**src/hdl/tcdm_consts.svh**
```systemverilog
// Sizes, address fields and atomic opcodes of the shared L1 memory path.
// Include wherever a width, count or atop code is needed.

`ifndef TCDM_CONSTS_SVH
`define TCDM_CONSTS_SVH

// port and bank counts
`define TCDM_NUM_MASTERS     3
`define TCDM_NUM_BANKS       4
`define TCDM_MASTER_ID_BITS  2
`define TCDM_BANK_SEL_BITS   2

// data path
`define TCDM_DATA_WIDTH      32
`define TCDM_ADDR_WIDTH      32
`define TCDM_ATOP_WIDTH      6

// byte address fields: [1:0] byte, [3:2] bank, [11:4] row
`define TCDM_BYTE_OFF_BITS   2
`define TCDM_BANK_DEPTH_LOG2 8
`define TCDM_BANK_LSB        `TCDM_BYTE_OFF_BITS
`define TCDM_ROW_LSB         (`TCDM_BYTE_OFF_BITS + `TCDM_BANK_SEL_BITS)

// risc-v amo funct5 with bit 5 as the valid flag
`define TCDM_ATOP_ADD        6'h20
`define TCDM_ATOP_SWAP       6'h21
`define TCDM_ATOP_XOR        6'h24
`define TCDM_ATOP_OR         6'h28
`define TCDM_ATOP_AND        6'h2C
`define TCDM_ATOP_MIN        6'h30
`define TCDM_ATOP_MAX        6'h34
`define TCDM_ATOP_MINU       6'h38
`define TCDM_ATOP_MAXU       6'h3C

`endif

```
**src/hdl/tcdm_pkg.sv**
```systemverilog
// Types shared by the crossbar, AMO shims, banks and response router.
// Import with a wildcard in the module header.

`include "tcdm_consts.svh"

package tcdm_pkg;

  typedef logic [`TCDM_DATA_WIDTH-1:0]      word_t;
  typedef logic [`TCDM_DATA_WIDTH/8-1:0]    byte_en_t;
  typedef logic [`TCDM_ADDR_WIDTH-1:0]      addr_t;
  typedef logic [`TCDM_BANK_DEPTH_LOG2-1:0] row_addr_t;
  typedef logic [`TCDM_BANK_SEL_BITS-1:0]   bank_sel_t;
  typedef logic [`TCDM_MASTER_ID_BITS-1:0]  master_id_t;
  typedef logic [`TCDM_ATOP_WIDTH-1:0]      atop_t;

  // core side request, wen high means write
  typedef struct packed {
    logic     req;
    addr_t    addr;
    logic     wen;
    byte_en_t be;
    word_t    wdata;
    atop_t    atop;
  } master_req_t;

  typedef struct packed {
    logic  rvalid;
    word_t rdata;
  } master_rsp_t;

  // granted request, one lane per bank
  typedef struct packed {
    logic       valid;
    master_id_t master_id;
    row_addr_t  row;
    logic       wen;
    byte_en_t   be;
    word_t      wdata;
    atop_t      atop;
  } bank_req_t;

  // sram command
  typedef struct packed {
    logic      en;
    logic      we;
    row_addr_t row;
    byte_en_t  be;
    word_t     wdata;
  } mem_req_t;

  typedef enum logic {
    SHIM_IDLE,
    SHIM_WRITEBACK
  } shim_state_e;

endpackage

```
**src/hdl/amo_shim.sv**
```systemverilog
// Atomic memory operation shim in front of one bank.
// Plain accesses pass straight through; an atop becomes a read followed
// by a full word writeback one cycle later, during which ready is low.

`include "tcdm_consts.svh"

module amo_shim import tcdm_pkg::*; (
  input  logic      clk_i,
  input  logic      rst_ni,
  input  bank_req_t bank_req_i,
  output logic      ready_o,
  output mem_req_t  mem_req_o,
  input  word_t     mem_rdata_i,
  output word_t     rdata_o
);

  shim_state_e state_q;
  shim_state_e state_d;
  logic        is_amo;
  logic        amo_start;
  atop_t       atop_q;
  word_t       operand_q;
  row_addr_t   row_q;
  word_t       amo_result;

  // only listed codes count, others fall back to a plain read
  always_comb begin : atop_decode
    case (bank_req_i.atop)
      `TCDM_ATOP_ADD,
      `TCDM_ATOP_SWAP,
      `TCDM_ATOP_XOR,
      `TCDM_ATOP_OR,
      `TCDM_ATOP_AND,
      `TCDM_ATOP_MIN,
      `TCDM_ATOP_MAX,
      `TCDM_ATOP_MINU,
      `TCDM_ATOP_MAXU: is_amo = 1'b1;
      default:         is_amo = 1'b0;
    endcase
  end

  assign amo_start = (state_q == SHIM_IDLE) && bank_req_i.valid && is_amo;

  // *************************************************************************
  // alu, old word from the bank against the registered operand
  // *************************************************************************
  always_comb begin : amo_alu
    case (atop_q)
      `TCDM_ATOP_ADD:  amo_result = mem_rdata_i + operand_q;
      `TCDM_ATOP_SWAP: amo_result = operand_q;
      `TCDM_ATOP_XOR:  amo_result = mem_rdata_i ^ operand_q;
      `TCDM_ATOP_OR:   amo_result = mem_rdata_i | operand_q;
      `TCDM_ATOP_AND:  amo_result = mem_rdata_i & operand_q;
      `TCDM_ATOP_MIN: begin
        amo_result = ($signed(mem_rdata_i) < $signed(operand_q)) ? mem_rdata_i : operand_q;
      end
      `TCDM_ATOP_MAX: begin
        amo_result = ($signed(mem_rdata_i) > $signed(operand_q)) ? mem_rdata_i : operand_q;
      end
      `TCDM_ATOP_MINU: amo_result = (mem_rdata_i < operand_q) ? mem_rdata_i : operand_q;
      `TCDM_ATOP_MAXU: amo_result = (mem_rdata_i > operand_q) ? mem_rdata_i : operand_q;
      default:         amo_result = mem_rdata_i;
    endcase
  end

  // *************************************************************************
  // sequencing and bank command
  // *************************************************************************
  always_comb begin : shim_ctrl
    state_d   = state_q;
    mem_req_o = '0;
    case (state_q)
      SHIM_IDLE: begin
        mem_req_o.en    = bank_req_i.valid;
        // a valid atop never writes in its grant cycle
        mem_req_o.we    = bank_req_i.valid & bank_req_i.wen &
                          ~bank_req_i.atop[`TCDM_ATOP_WIDTH-1];
        mem_req_o.row   = bank_req_i.row;
        mem_req_o.be    = bank_req_i.be;
        mem_req_o.wdata = bank_req_i.wdata;
        if (amo_start) begin
          state_d = SHIM_WRITEBACK;
        end
      end
      SHIM_WRITEBACK: begin
        mem_req_o.en    = 1'b1;
        mem_req_o.we    = 1'b1;
        mem_req_o.row   = row_q;
        mem_req_o.be    = '1;
        mem_req_o.wdata = amo_result;
        state_d         = SHIM_IDLE;
      end
      default: state_d = SHIM_IDLE;
    endcase
  end

  assign ready_o = (state_q == SHIM_IDLE);
  assign rdata_o = mem_rdata_i;

  always_ff @(posedge clk_i or negedge rst_ni) begin : state_reg
    if (!rst_ni) begin
      state_q <= SHIM_IDLE;
    end else begin
      state_q <= state_d;
    end
  end

  // operand capture for the writeback phase
  always_ff @(posedge clk_i) begin : amo_capture
    if (amo_start) begin
      atop_q    <= bank_req_i.atop;
      operand_q <= bank_req_i.wdata;
      row_q     <= bank_req_i.row;
    end
  end

endmodule

```
**config.mk**
```make
export PLATFORM = sky130hd
export DESIGN_NAME = amo_shim
export DESIGN_NICKNAME = d
export VERILOG_FILES = /design/src/hdl/tcdm_pkg.sv /design/src/hdl/amo_shim.sv
export VERILOG_INCLUDE_DIRS = /design/src /design/src/hdl
export SDC_FILE = /design/constraint.sdc
export NUM_CORES = 1
export LEC_CHECK = 0
export ABC_AREA = 1
export BUFFER_PORTS_ARGS = -buffer_cell sky130_fd_sc_hd__buf_2
export CORE_MARGIN = 2
export CORE_UTILIZATION = 41
export CTS_CLUSTER_DIAMETER = 50
export DETAILED_ROUTE_END_ITERATION = 10
export PLACE_DENSITY = 0.64
export SLEW_MARGIN = 5
export SYNTH_ARGS = -nofsm -noshare
export SYNTH_HDL_FRONTEND = slang
export SYNTH_SLANG_ARGS = --single-unit
export TNS_END_PERCENT = 30
```
**constraint.sdc**
```tcl
create_clock -name clk_i -period 3.7 [get_ports clk_i]
set_clock_uncertainty 0.1 [all_clocks]
set_input_delay 0.74 -clock clk_i [delete_from_list [all_inputs] [get_ports clk_i]]
set_output_delay 0.74 -clock clk_i [all_outputs]
set_load 0.02 [all_outputs]
```
==> impl_metrics.json, run 1 <==
{
  "status": "complete, but fails checks",
  "violations": "setup timing",
  "cts.sinks": 47,
  "die_h_um": 148,
  "nFillCells": 1830,
  "netlist.top_cell.by_area": "nand2_1",
  "insertedDiodeCount": 0,
  "wl_per_cell_um": 18.1,
  "drive_gt1_share_pct": 39.7,
  "crit_slowest_cell": "a21oi_4",
  "antenna_left": 0,
  "overflow": 0,
  "async_flop_share_pct": 2.13,
  "clkPwrFrac_pct": 23.7,
  "wl_um": 37400,
  "p_seq_share_pct": 26.2,
  "rsz0062_at_grt": "yes",
  "start_kind": "input port",
  "cp_num_buf_inv": 6,
  "ys_warn_count": 0,
  "combPwrFrac_pct": 50.1,
  "cap_violations": 0,
  "ff2ff_path_depth": 4,
  "yosysMostFrequentCell": "nand2_1",
  "fp.coreArea_um2": 20300,
  "worstSkewPairLatency_ns": 0.31,
  "place.gp.congestion": 1.02,
  "crit_fanout": 8,
  "synth_nets": 1589,
  "maxSlewViolCount": 0,
  "synth_ff_type": "edfxtp_1",
  "drcViolationCount": 0,
  "die-area_um2": 21900,
  "cts_tree": "done",
  "seq_area_frac_synth_pct": 16.6,
  "initial_core_util_pct": 41.8,
  "synthCells": 1404,
  "synth_edf_count": 46,
  "seqCellArea_um2": 1410,
  "r2r-start": "state_q",
  "clockRootBuffer": "clkbuf_16",
  "netlist_top_cells_area": "nand2_1 (18%), edfxtp_1 (16%), ha_1 (14%), nand3_1 (7.6%), a21oi_1 (7.2%)",
  "endpoint_kind": "primary output",
  "setup_violations": 32,
  "required_ns": 2.86,
  "synth_cell_types": 45,
  "postLayoutCoreUtil_pct": 65.1,
  "slowest_delay_ns": 0.28,
  "criticalPathCategory": "in -> out",
  "tightestPinTransition_ns": 0.678,
  "ys_ff_latch": 47,
  "vdd_drop_max_uv": 192,
  "port_buffers": 164,
  "dp_hpwl_um": 27000,
  "grt_pass1_vias": 10800,
  "grtUsageTotal_pct": 32.7,
  "antenna_found_initial": 0,
  "crit_family": "buffers and inverters",
  "max_freq_ghz": 0.249,
  "dpl.cell_count": 2022,
  "holdCritPathClass": "in -> async",
  "leakage_nw": 6.33,
  "synth_area_um2": 8480,
  "post-route-period-util_pct": 108,
  "path_cells": "buf_2 -> buf_4 -> ha_1 -> a21oi_2 -> nand2_4 -> nand2_2 -> nand2_2 -> a21oi_4 -> buf_6 -> nand3_4 -> nand3_4 -> buf_8 -> buf_12 -> nand2_2 -> nand3_2 -> nand2_1 -> o21ai_1 -> nand2_1 -> buf_6",
  "grt_pass1_wl_um": 56800,
  "drt_iter0_drc": 1037,
  "hold_viol_final": 0,
  "die_w_um": 148,
  "grt_max_degree": 34,
  "multiInputGateArea_um2": 7020,
  "avgViaCountPerCell": 5.49,
  "synthToLayoutAreaGrowth_pct": 55.8,
  "swShare_pct": 40.1,
  "clk_pin_slew_ns": 0.08,
  "netSwitchingPower_mw": 0.926,
  "drtPass1Iterations": 6,
  "num_vias": 11400,
  "nNetsFinal": 1982,
  "ctsHtreeMaxLevel": 2,
  "cp-startpoint": "mem_rdata_i[18]",
  "core.rowCount": 52,
  "yosys-top-cells-count": "nand2_1 (401), inv_1 (138), nand3_1 (128), a21oi_1 (122), nor2_1 (122)",
  "hold_ws_ns": 0.0817,
  "avgSynthCellArea_um2": 6.04,
  "clock_path_buffers": 2,
  "fin_ws_ns": -0.313,
  "io_pins": 167,
  "arrival_ns": 3.17,
  "period_needed_ns": 4.01,
  "internal_power_mw": 1.38,
  "maxSlewHeadroom_pct": 54.6,
  "cpMostUsedCell": "nand2_2",
  "crit_cells": 19,
  "power_density_nw_per_um2": 175,
  "layout.cells.non_filler": 2068,
  "cts_made_buffers": 5,
  "netlist.area_leader.share_pct": 17.7
}
state kept, by name (all words and copies together) (netlist names):
register,count
atop_q,6
operand_q,32
row_q,8
state_q,1
routing by layer:
| layer | vias up | global-route usage [%] | wire length, um |
|---|---|---|---|
| met5 | - | 0 | 0 |
| met4 | 0 | 10.5 | 1450 |
| met3 | 113 | 6.17 | 3710 |
| met2 | 618 | 51.9 | 16300 |
| met1 | 5179 | 44.9 | 15900 |
| li1 | 5450 | - | - |
worst paths after layout:
check	end	slack, ns
max	mem_req_o[23]	-0.31
min	state_q	0.08
max reg2reg	operand_q[26]	1.90
min reg2reg	state_q	0.86
max in group asynchronous	state_q	3.33
min in group clk_i	operand_q[5]	0.50
logic make-up (layout without fill, tap and decap cells):
| family | Yosys count | count (layout) | synth area share [%] |
|---|---|---|---|
| AND/OR/NAND/NOR | 741 | 741 | 37.2 |
| AO/OA/AOI/OAI | 282 | 282 | 18.9 |
| buffers and inverters | 236 | 630 | 12.8 |
| adder cells (fa/ha/maj) | 97 | 97 | 14.4 |
| flip-flops | 47 | 47 | 16.6 |
| XOR/XNOR | 1 | 1 | 0.103 |
metrics by stage:
stage	area, um^2	worst slack (ns)	power [mW]	setup TNS, ns
global route	13200	-0.397	2.42	-11.32
CTS	12700	-0.160	2.21	-3.42
detailed placement	11300	-0.588	1.51	-17.50
floorplan	8490	0.0476	1.09	0
global placement	11300	-0.485	1.50	-14.54
finish	13200	-0.313	2.31	-8.22
area by class of cell:
cell class | instances | area share, %
multi-input cells | 1121 | 53.1
flip-flops and latches | 47 | 10.6
well taps | 270 | 2.56
clock inverters | 3 | 0.218
repair buffers | 472 | 27.9
inverters | 150 | 4.57
clock buffers | 5 | 0.947
power by group through the flow:
stage                     clock, mW  combinational, mW  sequential [mW]
after floorplan                   0              0.473            0.616
after global placement            0              0.886            0.616
after detailed placement          0              0.894            0.617
after CTS                     0.564               1.04            0.605
after global routing          0.573               1.24            0.606
final                         0.548               1.16            0.605
timing repair:
| item | in CTS | in global routing |
|---|---|---|
| setup endpoints to repair | 32 | 32 |
| gates cloned | 1 | 2 |
| pin swaps | 43 | 62 |
| resized for setup | 238 | 114 |
| buffers inserted | 23 | 12 |
| hold buffers | 0 | 0 |
placed cells by master (no fill, tap or decap), types with 7 or more instances in the layout:
cell type / count
a21oi_1: 94
a21oi_2: 25
buf_12: 16
buf_2: 132
buf_4: 269
buf_6: 45
buf_8: 7
clkbuf_16: 7
edfxtp_1: 46
ha_1: 55
ha_2: 13
ha_4: 28
inv_1: 102
inv_2: 35
inv_4: 9
nand2_1: 371
nand2_2: 25
nand2_4: 10
nand2_8: 7
nand3_1: 108
nand3_2: 17
nand3_4: 7
nand4_1: 15
nor2_1: 107
nor2_2: 15
nor3_1: 27
o211ai_1: 19
o21ai_0: 49
o21ai_1: 32
o22ai_1: 26
or2_2: 13
worst reg2reg max path: stages, from the launching register on:
cell	delay (ns)
dfrtp_1	0.56
nor2_1	0.17
nand3_1	0.13
a21oi_4	0.14
buf_4	0.34
Power figures use the tool's default switching activity.
==> run 2: changes to the inputs <==
--- a/config.mk
+++ b/config.mk
@@ -12,7 +12,7 @@
 export CORE_UTILIZATION = 41
 export CTS_CLUSTER_DIAMETER = 50
 export DETAILED_ROUTE_END_ITERATION = 10
-export PLACE_DENSITY = 0.64
+export PLACE_DENSITY = 0.65
 export SLEW_MARGIN = 5
 export SYNTH_ARGS = -nofsm -noshare
 export SYNTH_HDL_FRONTEND = slang
==> impl_metrics.json, run 2 (synthesis gave the netlist of run 1 again) <==
{
  "wl_um": 38000,
  "rrSetupSlack_ns": 1.92,
  "hold_viol_final": 0,
  "drcViolationCount": 0,
  "total_power_mw": 2.35,
  "r2r-start": "state_q",
  "required_ns": 2.86,
  "maxSlewViolCount": 0,
  "num_vias": 11600,
  "die_h_um": 148,
  "grt_pass1_wl_um": 57600,
  "power_density_nw_per_um2": 176,
  "cts_tree": "done",
  "antenna_found_initial": 0,
  "maxSlewHeadroom_pct": 60.0,
  "cpMostUsedCell": "nand2_8",
  "dp_hpwl_um": 27300,
  "fp.coreArea_um2": 20300,
  "violations": "setup timing",
  "timing.rr.end": "operand_q[24]",
  "place.gp.congestion": 1.03,
  "antenna_left": 0,
  "status": "complete, but fails checks",
  "cap_violations": 0,
  "rsz0062_at_grt": "yes",
  "path_cells": "buf_6 -> inv_4 -> ha_4 -> nor2_4 -> nand3_4 -> nor2_4 -> nand3_4 -> clkinv_4 -> nand2_8 -> nand2_8 -> buf_12 -> nand2_8 -> buf_12 -> o211ai_1 -> nand2_1 -> nor2_1 -> nand2_1 -> nand2_2 -> nand2_2 -> buf_6",
  "criticalPathCategory": "in -> out",
  "largest_reg_flops": 32,
  "drtPass1Iterations": 5,
  "leakage_nw": 6.34,
  "io_pins": 167,
  "cts_made_buffers": 5,
  "avgViaCountPerCell": 5.58,
  "holdCritPathClass": "in -> async",
  "grtUsageTotal_pct": 33.3,
  "crit_fanout": 7,
  "worstSkewPairLatency_ns": 0.32,
  "die_w_um": 148,
  "ff2ff_path_depth": 4,
  "nFillCells": 1786,
  "synthToLayoutAreaGrowth_pct": 57.2,
  "vdd_drop_max_uv": 200,
  "initial_core_util_pct": 41.8,
  "ctsHtreeMaxLevel": 2,
  "final_cell_mix": "nand2_1 (370), buf_4 (283), buf_2 (125)",
  "arrival_ns": 3.22,
  "die-area_um2": 21900,
  "post-route-period-util_pct": 110,
  "clock_path_buffers": 2,
  "core.rowCount": 52,
  "nNetsFinal": 1990,
  "port_buffers": 164,
  "layout.cells.non_filler": 2076,
  "wl_per_cell_um": 18.3,
  "crit_slowest_cell": "ha_4",
  "drt_iter0_drc": 1336,
  "max_freq_ghz": 0.246,
  "postLayoutCoreUtil_pct": 65.7,
  "regMostFlops": "operand_q",
  "endpoint_kind": "primary output",
  "tightestPinTransition_ns": 0.585,
  "clockRootBuffer": "clkbuf_16",
  "setup_violations": 32,
  "fin_ws_ns": -0.361,
  "top_regs": "operand_q: 32 flops, row_q: 8 flops, atop_q: 6 flops",
  "grt_pass1_vias": 10900,
  "period_needed_ns": 4.06,
  "start_kind": "input port",
  "drive_gt1_share_pct": 40.8,
  "clk_pin_slew_ns": 0.09,
  "crit_family": "simple AND/OR/NAND/NOR gates",
  "dpl.cell_count": 2034,
  "cp_num_buf_inv": 6,
  "grt_max_degree": 45,
  "cts.sinks": 47,
  "mostFrequentLayoutCell": "nand2_1",
  "overflow": 0,
  "insertedDiodeCount": 0,
  "slowest_delay_ns": 0.21
}
==> run 2: cell types whose count changed in the layout (fill, tap and decap cells not counted), sizes merged <==
cell    change
clkbuf      +1
buf         +7
==> run 2: worst max-delay path by stage <==
stage | from | endpoint | slack (ns) | cells after the start
floorplan | mem_rdata_i[29] | mem_req_o[3] | 0.05 | 20
global placement | mem_rdata_i[31] | mem_req_o[31] | -0.70 | 21
detailed placement | mem_rdata_i[31] | mem_req_o[31] | -0.67 | 21
CTS | mem_rdata_i[27] | mem_req_o[11] | -0.17 | 21
global route | mem_rdata_i[31] | mem_req_o[20] | -0.43 | 20
finish | mem_rdata_i[31] | mem_req_o[20] | -0.36 | 20
==> run 2: final cells by class <==
class	count	area, um^2	share of cell area, %
clock inverters	3	28.8	0.216
clock buffers	5	125	0.938
repair buffers	480	3730	28.0
multi-input cells	1121	7090	53.2
inverters	150	611	4.58
well taps	270	338	2.53
flip-flops and latches	47	1410	10.5
==> run 2: through the flow <==
stage	hold slack (ns)	setup slack (ns)	setup TNS, ns	instance area, um^2
6_report	0.0668	-0.361	-7.26	13300
5_1_grt	0.0703	-0.429	-9.83	13300
4_1_cts	0.0671	-0.172	-4.75	12700
3_5_place_dp	0.416	-0.670	-18.80	11400
3_3_place_gp	0.416	-0.700	-19.71	11400
2_1_floorplan	0.344	0.0476	0	8490
==> run 2: metal layers <==
metal | track usage (%) | vias up | share of wire [%]
met2 | 53.1 | 665 | 44
met4 | 10.6 | 0 | 3.8
li1 | - | 5474 | -
met5 | 0 | - | 0
met1 | 46.0 | 5313 | 42
met3 | 5.43 | 127 | 10
==> run 2: report_power, final <==
part           internal (mW)  switching, mW  total (mW)  leakage (nW)
clock                  0.264          0.303       0.566        0.0767
sequential             0.597        0.00759       0.605         0.432
combinational          0.527          0.649        1.18          5.83
==> run 2: repair_timing <==
item,CTS,global route
hold buffers,0,0
cloned,2,2
gates resized for setup,239,137
pin swaps,56,83
setup buffers,20,12
endpoints found under the setup margin,32,32
