`config.mk`:
```
export PLATFORM = sky130hd
export DESIGN_NAME = tcdm_crossbar
export DESIGN_NICKNAME = d
export VERILOG_FILES = /design/src/hdl/tcdm_pkg.sv /design/src/hdl/tcdm_crossbar.sv
export VERILOG_INCLUDE_DIRS = /design/src /design/src/hdl
export SDC_FILE = /design/constraint.sdc
export NUM_CORES = 1
export LEC_CHECK = 0
export BUFFER_PORTS_ARGS = -buffer_cell sky130_fd_sc_hd__clkbuf_2
export CAP_MARGIN = 5
export CORE_AREA = 3 3 177 179
export CTS_CLUSTER_SIZE = 14
export DETAILED_ROUTE_END_ITERATION = 7
export DIE_AREA = 0 0 180 182
export PLACE_DENSITY = 0.57
export SETUP_SLACK_MARGIN = 0.5
export SYNTH_ARGS = -nofsm -noshare
export SYNTH_HDL_FRONTEND = slang
export SYNTH_SLANG_ARGS = --single-unit
```
`constraint.sdc`:
```
create_clock -name clk_i -period 2.72 [get_ports clk_i]
set_input_delay 0.136 -clock clk_i [delete_from_list [all_inputs] [get_ports clk_i]]
set_output_delay 0.136 -clock clk_i [all_outputs]
set_load 0.03 [all_outputs]
```
`src/hdl/tcdm_consts.svh`:
```
// Sizes, address fields and atomic opcodes of the shared L1 memory path.
// Include wherever a width, count or atop code is needed.

`ifndef TCDM_CONSTS_SVH
`define TCDM_CONSTS_SVH

// port and bank counts
`define TCDM_NUM_MASTERS     3
`define TCDM_NUM_BANKS       4
`define TCDM_MASTER_ID_BITS  2
`define TCDM_BANK_SEL_BITS   2

// data path
`define TCDM_DATA_WIDTH      32
`define TCDM_ADDR_WIDTH      32
`define TCDM_ATOP_WIDTH      6

// byte address fields: [1:0] byte, [3:2] bank, [11:4] row
`define TCDM_BYTE_OFF_BITS   2
`define TCDM_BANK_DEPTH_LOG2 8
`define TCDM_BANK_LSB        `TCDM_BYTE_OFF_BITS
`define TCDM_ROW_LSB         (`TCDM_BYTE_OFF_BITS + `TCDM_BANK_SEL_BITS)

// risc-v amo funct5 with bit 5 as the valid flag
`define TCDM_ATOP_ADD        6'h20
`define TCDM_ATOP_SWAP       6'h21
`define TCDM_ATOP_XOR        6'h24
`define TCDM_ATOP_OR         6'h28
`define TCDM_ATOP_AND        6'h2C
`define TCDM_ATOP_MIN        6'h30
`define TCDM_ATOP_MAX        6'h34
`define TCDM_ATOP_MINU       6'h38
`define TCDM_ATOP_MAXU       6'h3C

`endif

```
`src/hdl/tcdm_pkg.sv`:
```
// Types shared by the crossbar, AMO shims, banks and response router.
// Import with a wildcard in the module header.

`include "tcdm_consts.svh"

package tcdm_pkg;

  typedef logic [`TCDM_DATA_WIDTH-1:0]      word_t;
  typedef logic [`TCDM_DATA_WIDTH/8-1:0]    byte_en_t;
  typedef logic [`TCDM_ADDR_WIDTH-1:0]      addr_t;
  typedef logic [`TCDM_BANK_DEPTH_LOG2-1:0] row_addr_t;
  typedef logic [`TCDM_BANK_SEL_BITS-1:0]   bank_sel_t;
  typedef logic [`TCDM_MASTER_ID_BITS-1:0]  master_id_t;
  typedef logic [`TCDM_ATOP_WIDTH-1:0]      atop_t;

  // core side request, wen high means write
  typedef struct packed {
    logic     req;
    addr_t    addr;
    logic     wen;
    byte_en_t be;
    word_t    wdata;
    atop_t    atop;
  } master_req_t;

  typedef struct packed {
    logic  rvalid;
    word_t rdata;
  } master_rsp_t;

  // granted request, one lane per bank
  typedef struct packed {
    logic       valid;
    master_id_t master_id;
    row_addr_t  row;
    logic       wen;
    byte_en_t   be;
    word_t      wdata;
    atop_t      atop;
  } bank_req_t;

  // sram command
  typedef struct packed {
    logic      en;
    logic      we;
    row_addr_t row;
    byte_en_t  be;
    word_t     wdata;
  } mem_req_t;

  typedef enum logic {
    SHIM_IDLE,
    SHIM_WRITEBACK
  } shim_state_e;

endpackage

```
`src/hdl/tcdm_crossbar.sv`:
```
// Master to bank crossbar with one round-robin arbiter per bank.
// Grants are combinational; a bank that is not ready grants nothing.

`include "tcdm_consts.svh"

module tcdm_crossbar import tcdm_pkg::*; (
  input  logic                                 clk_i,
  input  logic                                 rst_ni,
  input  master_req_t [`TCDM_NUM_MASTERS-1:0]  req_i,
  input  logic        [`TCDM_NUM_BANKS-1:0]    bank_ready_i,
  output logic        [`TCDM_NUM_MASTERS-1:0]  gnt_o,
  output bank_req_t   [`TCDM_NUM_BANKS-1:0]    bank_req_o
);

  bank_sel_t  [`TCDM_NUM_MASTERS-1:0] bank_sel;
  master_id_t [`TCDM_NUM_BANKS-1:0]   rr_q;
  master_id_t [`TCDM_NUM_BANKS-1:0]   rr_d;
  master_id_t [`TCDM_NUM_BANKS-1:0]   winner;
  logic       [`TCDM_NUM_BANKS-1:0]   win_valid;

  // word interleaved bank select
  always_comb begin : bank_decode
    for (int m = 0; m < `TCDM_NUM_MASTERS; m++) begin
      bank_sel[m] = req_i[m].addr[`TCDM_BANK_LSB +: `TCDM_BANK_SEL_BITS];
    end
  end

  // *************************************************************************
  // arbitration, first requester at or after the pointer wins
  // *************************************************************************
  always_comb begin : arbitrate
    int idx;
    for (int b = 0; b < `TCDM_NUM_BANKS; b++) begin
      winner[b]    = rr_q[b];
      win_valid[b] = 1'b0;
      for (int k = 0; k < `TCDM_NUM_MASTERS; k++) begin
        idx = int'(rr_q[b]) + k;
        if (idx >= `TCDM_NUM_MASTERS) begin
          idx = idx - `TCDM_NUM_MASTERS;
        end
        if (!win_valid[b] && req_i[idx].req && bank_sel[idx] == bank_sel_t'(b)) begin
          win_valid[b] = 1'b1;
          winner[b]    = master_id_t'(idx);
        end
      end
      // busy bank (atomic writeback) blocks the lane
      if (!bank_ready_i[b]) begin
        win_valid[b] = 1'b0;
      end
    end
  end

  // forward winner fields, grant it, advance the pointer
  always_comb begin : route
    gnt_o = '0;
    for (int b = 0; b < `TCDM_NUM_BANKS; b++) begin
      bank_req_o[b].valid     = win_valid[b];
      bank_req_o[b].master_id = winner[b];
      bank_req_o[b].row       = req_i[winner[b]].addr[`TCDM_ROW_LSB +: `TCDM_BANK_DEPTH_LOG2];
      bank_req_o[b].wen       = req_i[winner[b]].wen;
      bank_req_o[b].be        = req_i[winner[b]].be;
      bank_req_o[b].wdata     = req_i[winner[b]].wdata;
      bank_req_o[b].atop      = req_i[winner[b]].atop;
      rr_d[b] = rr_q[b];
      if (win_valid[b]) begin
        gnt_o[winner[b]] = 1'b1;
        if (winner[b] == master_id_t'(`TCDM_NUM_MASTERS - 1)) begin
          rr_d[b] = '0;
        end else begin
          rr_d[b] = winner[b] + 1'b1;
        end
      end
    end
  end

  always_ff @(posedge clk_i or negedge rst_ni) begin : rr_ptr
    if (!rst_ni) begin
      rr_q <= '0;
    end else begin
      rr_q <= rr_d;
    end
  end

endmodule

```
==> results of run 1 <==
-- cells in the mapped netlist (5+ instances only) --
| cell type | number | area [sq um] |
|---|---|---|
| sky130_fd_sc_hd__nand3b_1 | 5 | 37.5 |
| sky130_fd_sc_hd__ha_1 | 10 | 125 |
| sky130_fd_sc_hd__nand3_1 | 9 | 45.0 |
| sky130_fd_sc_hd__buf_2 | 35 | 175 |
| sky130_fd_sc_hd__nand2_1 | 65 | 244 |
| sky130_fd_sc_hd__o2bb2ai_1 | 154 | 1350 |
| sky130_fd_sc_hd__o21ai_1 | 50 | 250 |
| sky130_fd_sc_hd__clkbuf_1 | 40 | 150 |
| sky130_fd_sc_hd__a22oi_1 | 5 | 37.5 |
| sky130_fd_sc_hd__mux2i_1 | 207 | 2070 |
| sky130_fd_sc_hd__a21oi_1 | 24 | 120 |
| sky130_fd_sc_hd__nor2_1 | 15 | 56.3 |
| sky130_fd_sc_hd__and2_1 | 5 | 31.3 |
| sky130_fd_sc_hd__o22ai_1 | 6 | 37.5 |
| sky130_fd_sc_hd__buf_6 | 7 | 78.8 |
| sky130_fd_sc_hd__nor3_1 | 6 | 30.0 |
| sky130_fd_sc_hd__dfrtp_1 | 8 | 200 |
| sky130_fd_sc_hd__inv_1 | 16 | 60.1 |
| sky130_fd_sc_hd__o21ai_0 | 18 | 90.1 |
-- metrics by stage --
stage	cell area (sq um)	utilization [%]	worst slack, ns	TNS [ns]
floorplan	10300	-	-0.159	-7.02
global placement	13700	46.1	-0.279	-15.19
detailed placement	13700	46.1	-0.284	-14.34
CTS	18400	61.8	-0.410	-46.70
global route	19700	66.3	-0.489	-71.73
finish	19700	66.3	-0.388	-52.65
-- what timing repair did --
action,in CTS,in global routing
gates resized for setup,681,337
setup buffers,75,27
pin swaps,107,48
hold buffers,1,0
endpoints found under the setup margin,223,226
hold endpoints to repair,8,0
cloned,31,4
-- cells by family (layout without fill, tap and decap cells) --
logic type	after synthesis	after routing	synth area share, %
multiplexers	207	207	35.2
flip-flops	8	8	3.41
buffers and inverters	104	708	8.34
adder cells (fa/ha/maj)	11	11	2.30
AND/OR/NAND/NOR	143	144	12.9
AO/OA/AOI/OAI	295	295	37.8
-- per-layer routing --
layer  vias to the layer above  GRT usage, %  share of wire, %
met3                       109          3.63               4.8
met4                         0          8.51               3.5
met1                      4801          31.0                39
met5                         -             0                 0
met2                       396          46.9                52
li1                       4301             -                 -
-- area by class of cell --
class | count | area share, %
clock buffer | 3 | 0.381
inverter | 17 | 0.457
multi-input combinational | 657 | 54.2
sequential | 8 | 1.03
tap | 390 | 2.48
timing repair buffer | 687 | 41.4
timing repair inverter | 1 | 0.152
-- worst min path at each step --
stage                     from  slack (ns)       to  cells after the start
2_1_floorplan           rst_ni       -0.16  rr_q[0]                      0
6_report       bank_ready_i[1]        0.23  rr_q[3]                      3
3_5_place_dp            rst_ni       0.008  rr_q[3]                      1
3_3_place_gp            rst_ni       0.005  rr_q[3]                      1
5_1_grt        bank_ready_i[1]        0.26  rr_q[3]                      3
4_1_cts        bank_ready_i[1]        0.23  rr_q[3]                      3
-- tightest hold or removal path, stage by stage --
cell and delay [ns]:
sky130_fd_sc_hd__clkbuf_2 0.11, sky130_fd_sc_hd__nand2_2 0.11, sky130_fd_sc_hd__o21ai_2 0.06
==> qor.tcl, run 1 <==
set qor(r2r.worst_path.cells) 11
set qor(synth_enable_flop_cells) 0
set qor(drt-total-wl_um) 47100
set qor(clk_pin_slew_ns) 0.04
set qor(number_of_clock_buffers_inserted_by_tritoncts) 3
set qor(critical_path.reg2reg.startpoint) {rr_q[4]}
set qor(timing.critical_path.buf_inv) 4
set qor(synth.yosys.seq_area_share_pct) 3.41
set qor(placementRows) 63
set qor(worst_slew_margin_rel_pct) 72.7
set qor(num_io_pins) 453
set qor(crit_start) {rr_q[4]}
set qor(period_share_pct) 114
set qor(syn_to_final_growth_pct) 235
set qor(synth_async_sr_flop_share_pct) 100
set qor(critical_setup_path_kind) {reg2out}
set qor(crit_arrival_ns) 2.97
set qor(timing.critical_path.max_delay_family) {compound AO/OA/AOI/OAI gates}
set qor(initial_core_util_pct) 19.8
set qor(antenna-diode-count) 0
set qor(ant_nets) 0
set qor(grt_antenna_before_repair) 0
set qor(worstReg2RegEnd) {rr_q[4]}
set qor(transition_time_of_the_tightest_slew_check_pin_ns) 0.409
set qor(finalHoldWorstSlack_ns) 0.229
set qor(insertion_delay_ns) 0.23
set qor(cp_data_required_time_ns) 2.58
set qor(violations_in_the_final_reports) {setup timing}
set qor(drtPass1Iterations) 5
set qor(via_per_inst) 5.45
set qor(avgRoutedWirePerCell_um) 26.7
set qor(largest_reg_flops) 8
set qor(fp.dieH_um) 182
set qor(post-place-cells) 1622
set qor(route.vias.total) 9607
set qor(synth_ff_type) {sky130_fd_sc_hd__dfrtp_1}
set qor(setup.reg_to_reg.worst_slack_ns) 0.20
set qor(ctsRootBufferMaster) {sky130_fd_sc_hd__clkbuf_16}
set qor(detailedPlacementHpwl_um) 29800
set qor(cp-end-kind) {primary output}
set qor(wire_length_of_the_first_global_routing_pass_um) 65600
set qor(route.detailed.drc) 0
set qor(core_sq_um) 29700
set qor(synthesis.area_sq_um) 5880
set qor(drive_above_1_share_pct) 85.8
set qor(postSynthCellCount) 768
set qor(clk_path_buf_depth) 2
set qor(min-delay-path-class) {in2reg}
set qor(critPathSlowestCell) {sky130_fd_sc_hd__dfrtp_1}
set qor(min_period_ns) 3.11
set qor(maxCapViolCount) 0
set qor(numClockSinks) 8
set qor(filler_cell_count) 2001
set qor(fin_worst_skew_ns) 0.000108
set qor(regMostFlops) {rr_q}
set qor(die_width_um) 180
set qor(timing.final.hold_violations) 0
set qor(max_freq_mhz) 322
set qor(critical_path_cell_sequence) {buf_6 -> ha_4 -> nor4bb_4 -> a21oi_2 -> a41o_2 -> o32ai_4 -> buf_12 -> buf_4 -> mux2i_2 -> o2bb2ai_4 -> buf_8}
set qor(cts_htree_levels) 1
set qor(layout.cells.most_common_list) {sky130_fd_sc_hd__clkbuf_2 (167), sky130_fd_sc_hd__buf_8 (167), sky130_fd_sc_hd__buf_4 (145)}
set qor(crit_fanout) 16
set qor(dr.first_iter.drc_count) 488
set qor(nets) 1619
set qor(setup_viol_count_final) 213
set qor(unique_masters_post_synth) 60
set qor(multiInputGateArea_sq_um) 10700
set qor(avgSynthCellArea_sq_um) 7.65
set qor(grt_setup_unrepaired) {true}
set qor(syn_nets) 1012
set qor(grt_pass1_vias) 9997
set qor(fin_cells) 1763
set qor(critical_path_launch_point_type) {flip-flop}
set qor(pin_count_of_the_biggest_net_entering_global_routing) 20
set qor(status) {finished with violations}
set qor(timing.critical_path.to) {bank_req_o[138]}
set qor(critical-path-max-stage-delay_ns) 0.40
set qor(regArea_sq_um) 203
set qor(layout_setup_ws_ns) -0.388
set qor(tritoncts_clock_tree) {done}
set qor(max_slew_violations) 0
set qor(globalRouteTotalUtil_pct) 25.7
set qor(dieArea_sq_um) 32800
set qor(gp_congestion) 0.911
set qor(critical_path_cell_count) 11
set qor(portBuffers) 386
set qor(yosysWarningCount) 0
set qor(globalRouteOverflowTotal) 0
set qor(synth.ff_latch_count) 8
set qor(layout_top_registers) {rr_q: 8 flops}
Power of run 1 is not shown: default switching activity piles up to over one toggle a cycle in this logic, so the estimate is an artifact.
==> run 2: changes to the inputs <==
--- a/config.mk
+++ b/config.mk
@@ -9,6 +9,7 @@
 export BUFFER_PORTS_ARGS = -buffer_cell sky130_fd_sc_hd__clkbuf_2
 export CAP_MARGIN = 5
 export CORE_AREA = 3 3 177 179
+export CTS_BUF_LIST = sky130_fd_sc_hd__clkbuf_4 sky130_fd_sc_hd__clkbuf_8
 export CTS_CLUSTER_SIZE = 14
 export DETAILED_ROUTE_END_ITERATION = 7
 export DIE_AREA = 0 0 180 182
==> qor.tcl, run 2 (synthesis gave the netlist of run 1 again) <==
set qor(critical_path_launch_point_type) {flip-flop}
set qor(transition_time_of_the_tightest_slew_check_pin_ns) 0.377 ;# -0.0319 ns
set qor(antenna-diode-count) 0 ;# unchanged
set qor(r2r.worst_path.cells) 11 ;# unchanged
set qor(crit_arrival_ns) 2.95 ;# -0.02 ns
set qor(critical_setup_path_kind) {reg2out}
set qor(drtPass1Iterations) 5 ;# unchanged
set qor(critical_path.reg2reg.startpoint) {rr_q[4]}
set qor(violations_in_the_final_reports) {setup timing}
set qor(core_sq_um) 29700 ;# unchanged
set qor(maxCapViolCount) 0 ;# unchanged
set qor(hold_path_startpoint) {bank_ready_i[1]}
set qor(cp_common_cell) {sky130_fd_sc_hd__buf_12}
set qor(setup.reg_to_reg.worst_slack_ns) 0.21 ;# about the same
set qor(grt_pass1_vias) 9992 ;# -0.050%
set qor(fp.dieH_um) 182 ;# unchanged
set qor(avgRoutedWirePerCell_um) 27.0 ;# +0.88%
set qor(nets) 1614 ;# -0.31%
set qor(ant_nets) 0 ;# unchanged
set qor(mostFrequentLayoutCell) {sky130_fd_sc_hd__buf_8}
set qor(dr.first_iter.drc_count) 461 ;# -5.5%
set qor(pin_count_of_the_biggest_net_entering_global_routing) 20 ;# unchanged
set qor(timing.final.hold_violations) 0 ;# unchanged
set qor(min_path_cells) 3 ;# unchanged
set qor(detailedPlacementHpwl_um) 29800 ;# unchanged
set qor(min-delay-path-class) {in2reg}
set qor(wire_length_of_the_first_global_routing_pass_um) 65600 ;# about the same
set qor(critical_path_cell_sequence) {buf_6 -> ha_4 -> nor4bb_4 -> a21oi_2 -> a41o_2 -> o32ai_4 -> buf_12 -> buf_12 -> mux2i_2 -> o2bb2ai_4 -> clkbuf_4}
set qor(max_freq_mhz) 324 ;# +0.83%
set qor(numClockSinks) 8 ;# unchanged
set qor(cts_htree_levels) 1 ;# unchanged
set qor(clk_path_buf_depth) 2 ;# unchanged
set qor(grt_antenna_before_repair) 0 ;# unchanged
set qor(hold-path-endpoint) {rr_q[3]}
set qor(crit_fanout) 16 ;# unchanged
set qor(tritoncts_clock_tree) {done}
set qor(drt-total-wl_um) 47400 ;# +0.60%
set qor(globalRouteOverflowTotal) 0 ;# unchanged
set qor(final_design_area_no_fill_sq_um) 19700 ;# about the same
set qor(grt_setup_unrepaired) {true}
set qor(regArea_sq_um) 203 ;# unchanged
set qor(worst_slew_margin_rel_pct) 74.1 ;# +1.4 points
set qor(largest_reg_flops) 8 ;# unchanged
set qor(layout_top_registers) {rr_q: 8 flops}
set qor(route.vias.total) 9621 ;# +0.15%
set qor(period_share_pct) 113 ;# -0.94 points
set qor(portBuffers) 386 ;# unchanged
set qor(num_io_pins) 453 ;# unchanged
set qor(drive_above_1_share_pct) 85.8 ;# about the same
set qor(gp_congestion) 0.911 ;# unchanged
set qor(initial_core_util_pct) 19.8 ;# unchanged
set qor(dieArea_sq_um) 32800 ;# unchanged
set qor(setup_total_negative_slack_ns) -52.36 ;# +0.282 ns
set qor(via_per_inst) 5.47 ;# +0.43%
set qor(filler_cell_count) 1999 ;# -0.10%
set qor(max_slew_violations) 0 ;# unchanged
set qor(fin_worst_skew_ns) 0.0000744 ;# -0.0000340 ns
set qor(critical-path-max-stage-delay_ns) 0.40 ;# about the same
set qor(ctsRootBufferMaster) {sky130_fd_sc_hd__clkbuf_8}
set qor(cp_data_required_time_ns) 2.58 ;# about the same
set qor(critPathSlowestCell) {sky130_fd_sc_hd__dfrtp_1}
set qor(regMostFlops) {rr_q}
set qor(status) {finished with violations}
set qor(clk_pin_slew_ns) 0.04 ;# about the same
set qor(worstReg2RegEnd) {rr_q[4]}
set qor(insertion_delay_ns) 0.23 ;# about the same
set qor(cp-end-kind) {primary output}
set qor(globalRouteTotalUtil_pct) 25.7 ;# about the same
set qor(min_period_ns) 3.08 ;# -0.0257 ns
set qor(placed_area_sq_um) 13700 ;# unchanged
set qor(layout_setup_ws_ns) -0.362 ;# +0.0257 ns
set qor(setup_viol_count_final) 213 ;# unchanged
set qor(die_width_um) 180 ;# unchanged
set qor(route.detailed.drc) 0 ;# unchanged
set qor(placementRows) 63 ;# unchanged
set qor(syn_to_final_growth_pct) 235 ;# about the same
set qor(multiInputGateArea_sq_um) 10800 ;# +1.0%
set qor(number_of_clock_buffers_inserted_by_tritoncts) 3 ;# unchanged
set qor(layout.cells.most_common_list) {sky130_fd_sc_hd__buf_8 (170), sky130_fd_sc_hd__clkbuf_2 (167), sky130_fd_sc_hd__buf_4 (143)}
-- run 2: worst max-delay path by stage --
| stage | start | end | slack (ns) | cells after the start |
|---|---|---|---|---|
| global placement | rr_q[5] | bank_req_o[126] | -0.28 | 11 |
| detailed placement | rr_q[5] | bank_req_o[126] | -0.28 | 11 |
| finish | rr_q[4] | bank_req_o[148] | -0.36 | 11 |
| global route | rr_q[4] | bank_req_o[138] | -0.46 | 11 |
| floorplan | rr_q[4] | bank_req_o[108] | -0.16 | 11 |
| CTS | rr_q[5] | bank_req_o[137] | -0.41 | 11 |
-- run 2: layer usage --
layer	vias up	GRT usage (%)	share of wire, %
met5	-	0	0
met4	0	8.66	3.9
met3	120	3.81	5.1
met2	443	46.7	52
met1	4775	31.0	39
li1	4283	-	-
-- run 2: repair_timing --
| item | in CTS | in global routing |
|---|---|---|
| hold buffers | 1 | 0 |
| endpoints found under the hold margin | 8 | 0 |
| gates resized for setup | 678 | 350 |
| buffers inserted | 75 | 23 |
| pin swaps | 106 | 46 |
| setup endpoints to repair | 223 | 226 |
| cloned | 31 | 3 |
-- run 2: cell type report --
cell class / instances / area share [%]
well taps: 390 / 2.48
repair inverters: 1 / 0.102
inverters: 17 / 0.457
flip-flops and latches: 8 / 1.03
multi-input cells: 657 / 54.7
repair buffers: 682 / 41.0
clock buffers: 3 / 0.210
-- run 2: per-stage QoR --
| step | hold WS, ns | setup WS [ns] | util [%] | std cells |
|---|---|---|---|---|
| after floorplan | -0.160 | -0.159 | - | 768 |
| after detailed placement | 0.00784 | -0.284 | 46.1 | 1622 |
| after global routing | 0.254 | -0.464 | 66.3 | 1758 |
| final | 0.233 | -0.362 | 66.3 | 1758 |
| after global placement | 0.00531 | -0.279 | 46.1 | 1622 |
| after CTS | 0.233 | -0.412 | 61.6 | 1732 |
-- run 2: worst max-delay path: cells and delay by family (launching register included) --
family                     cells  cell delay [ns]
AOI/OAI and AO/OA              4             0.77
buffers and inverters          4             0.73
DFF                            1             0.40
and+or+nand+nor                1             0.35
muxes                          1             0.29
adders and majority gates      1             0.16
Power of run 2 is left out for the same reason.
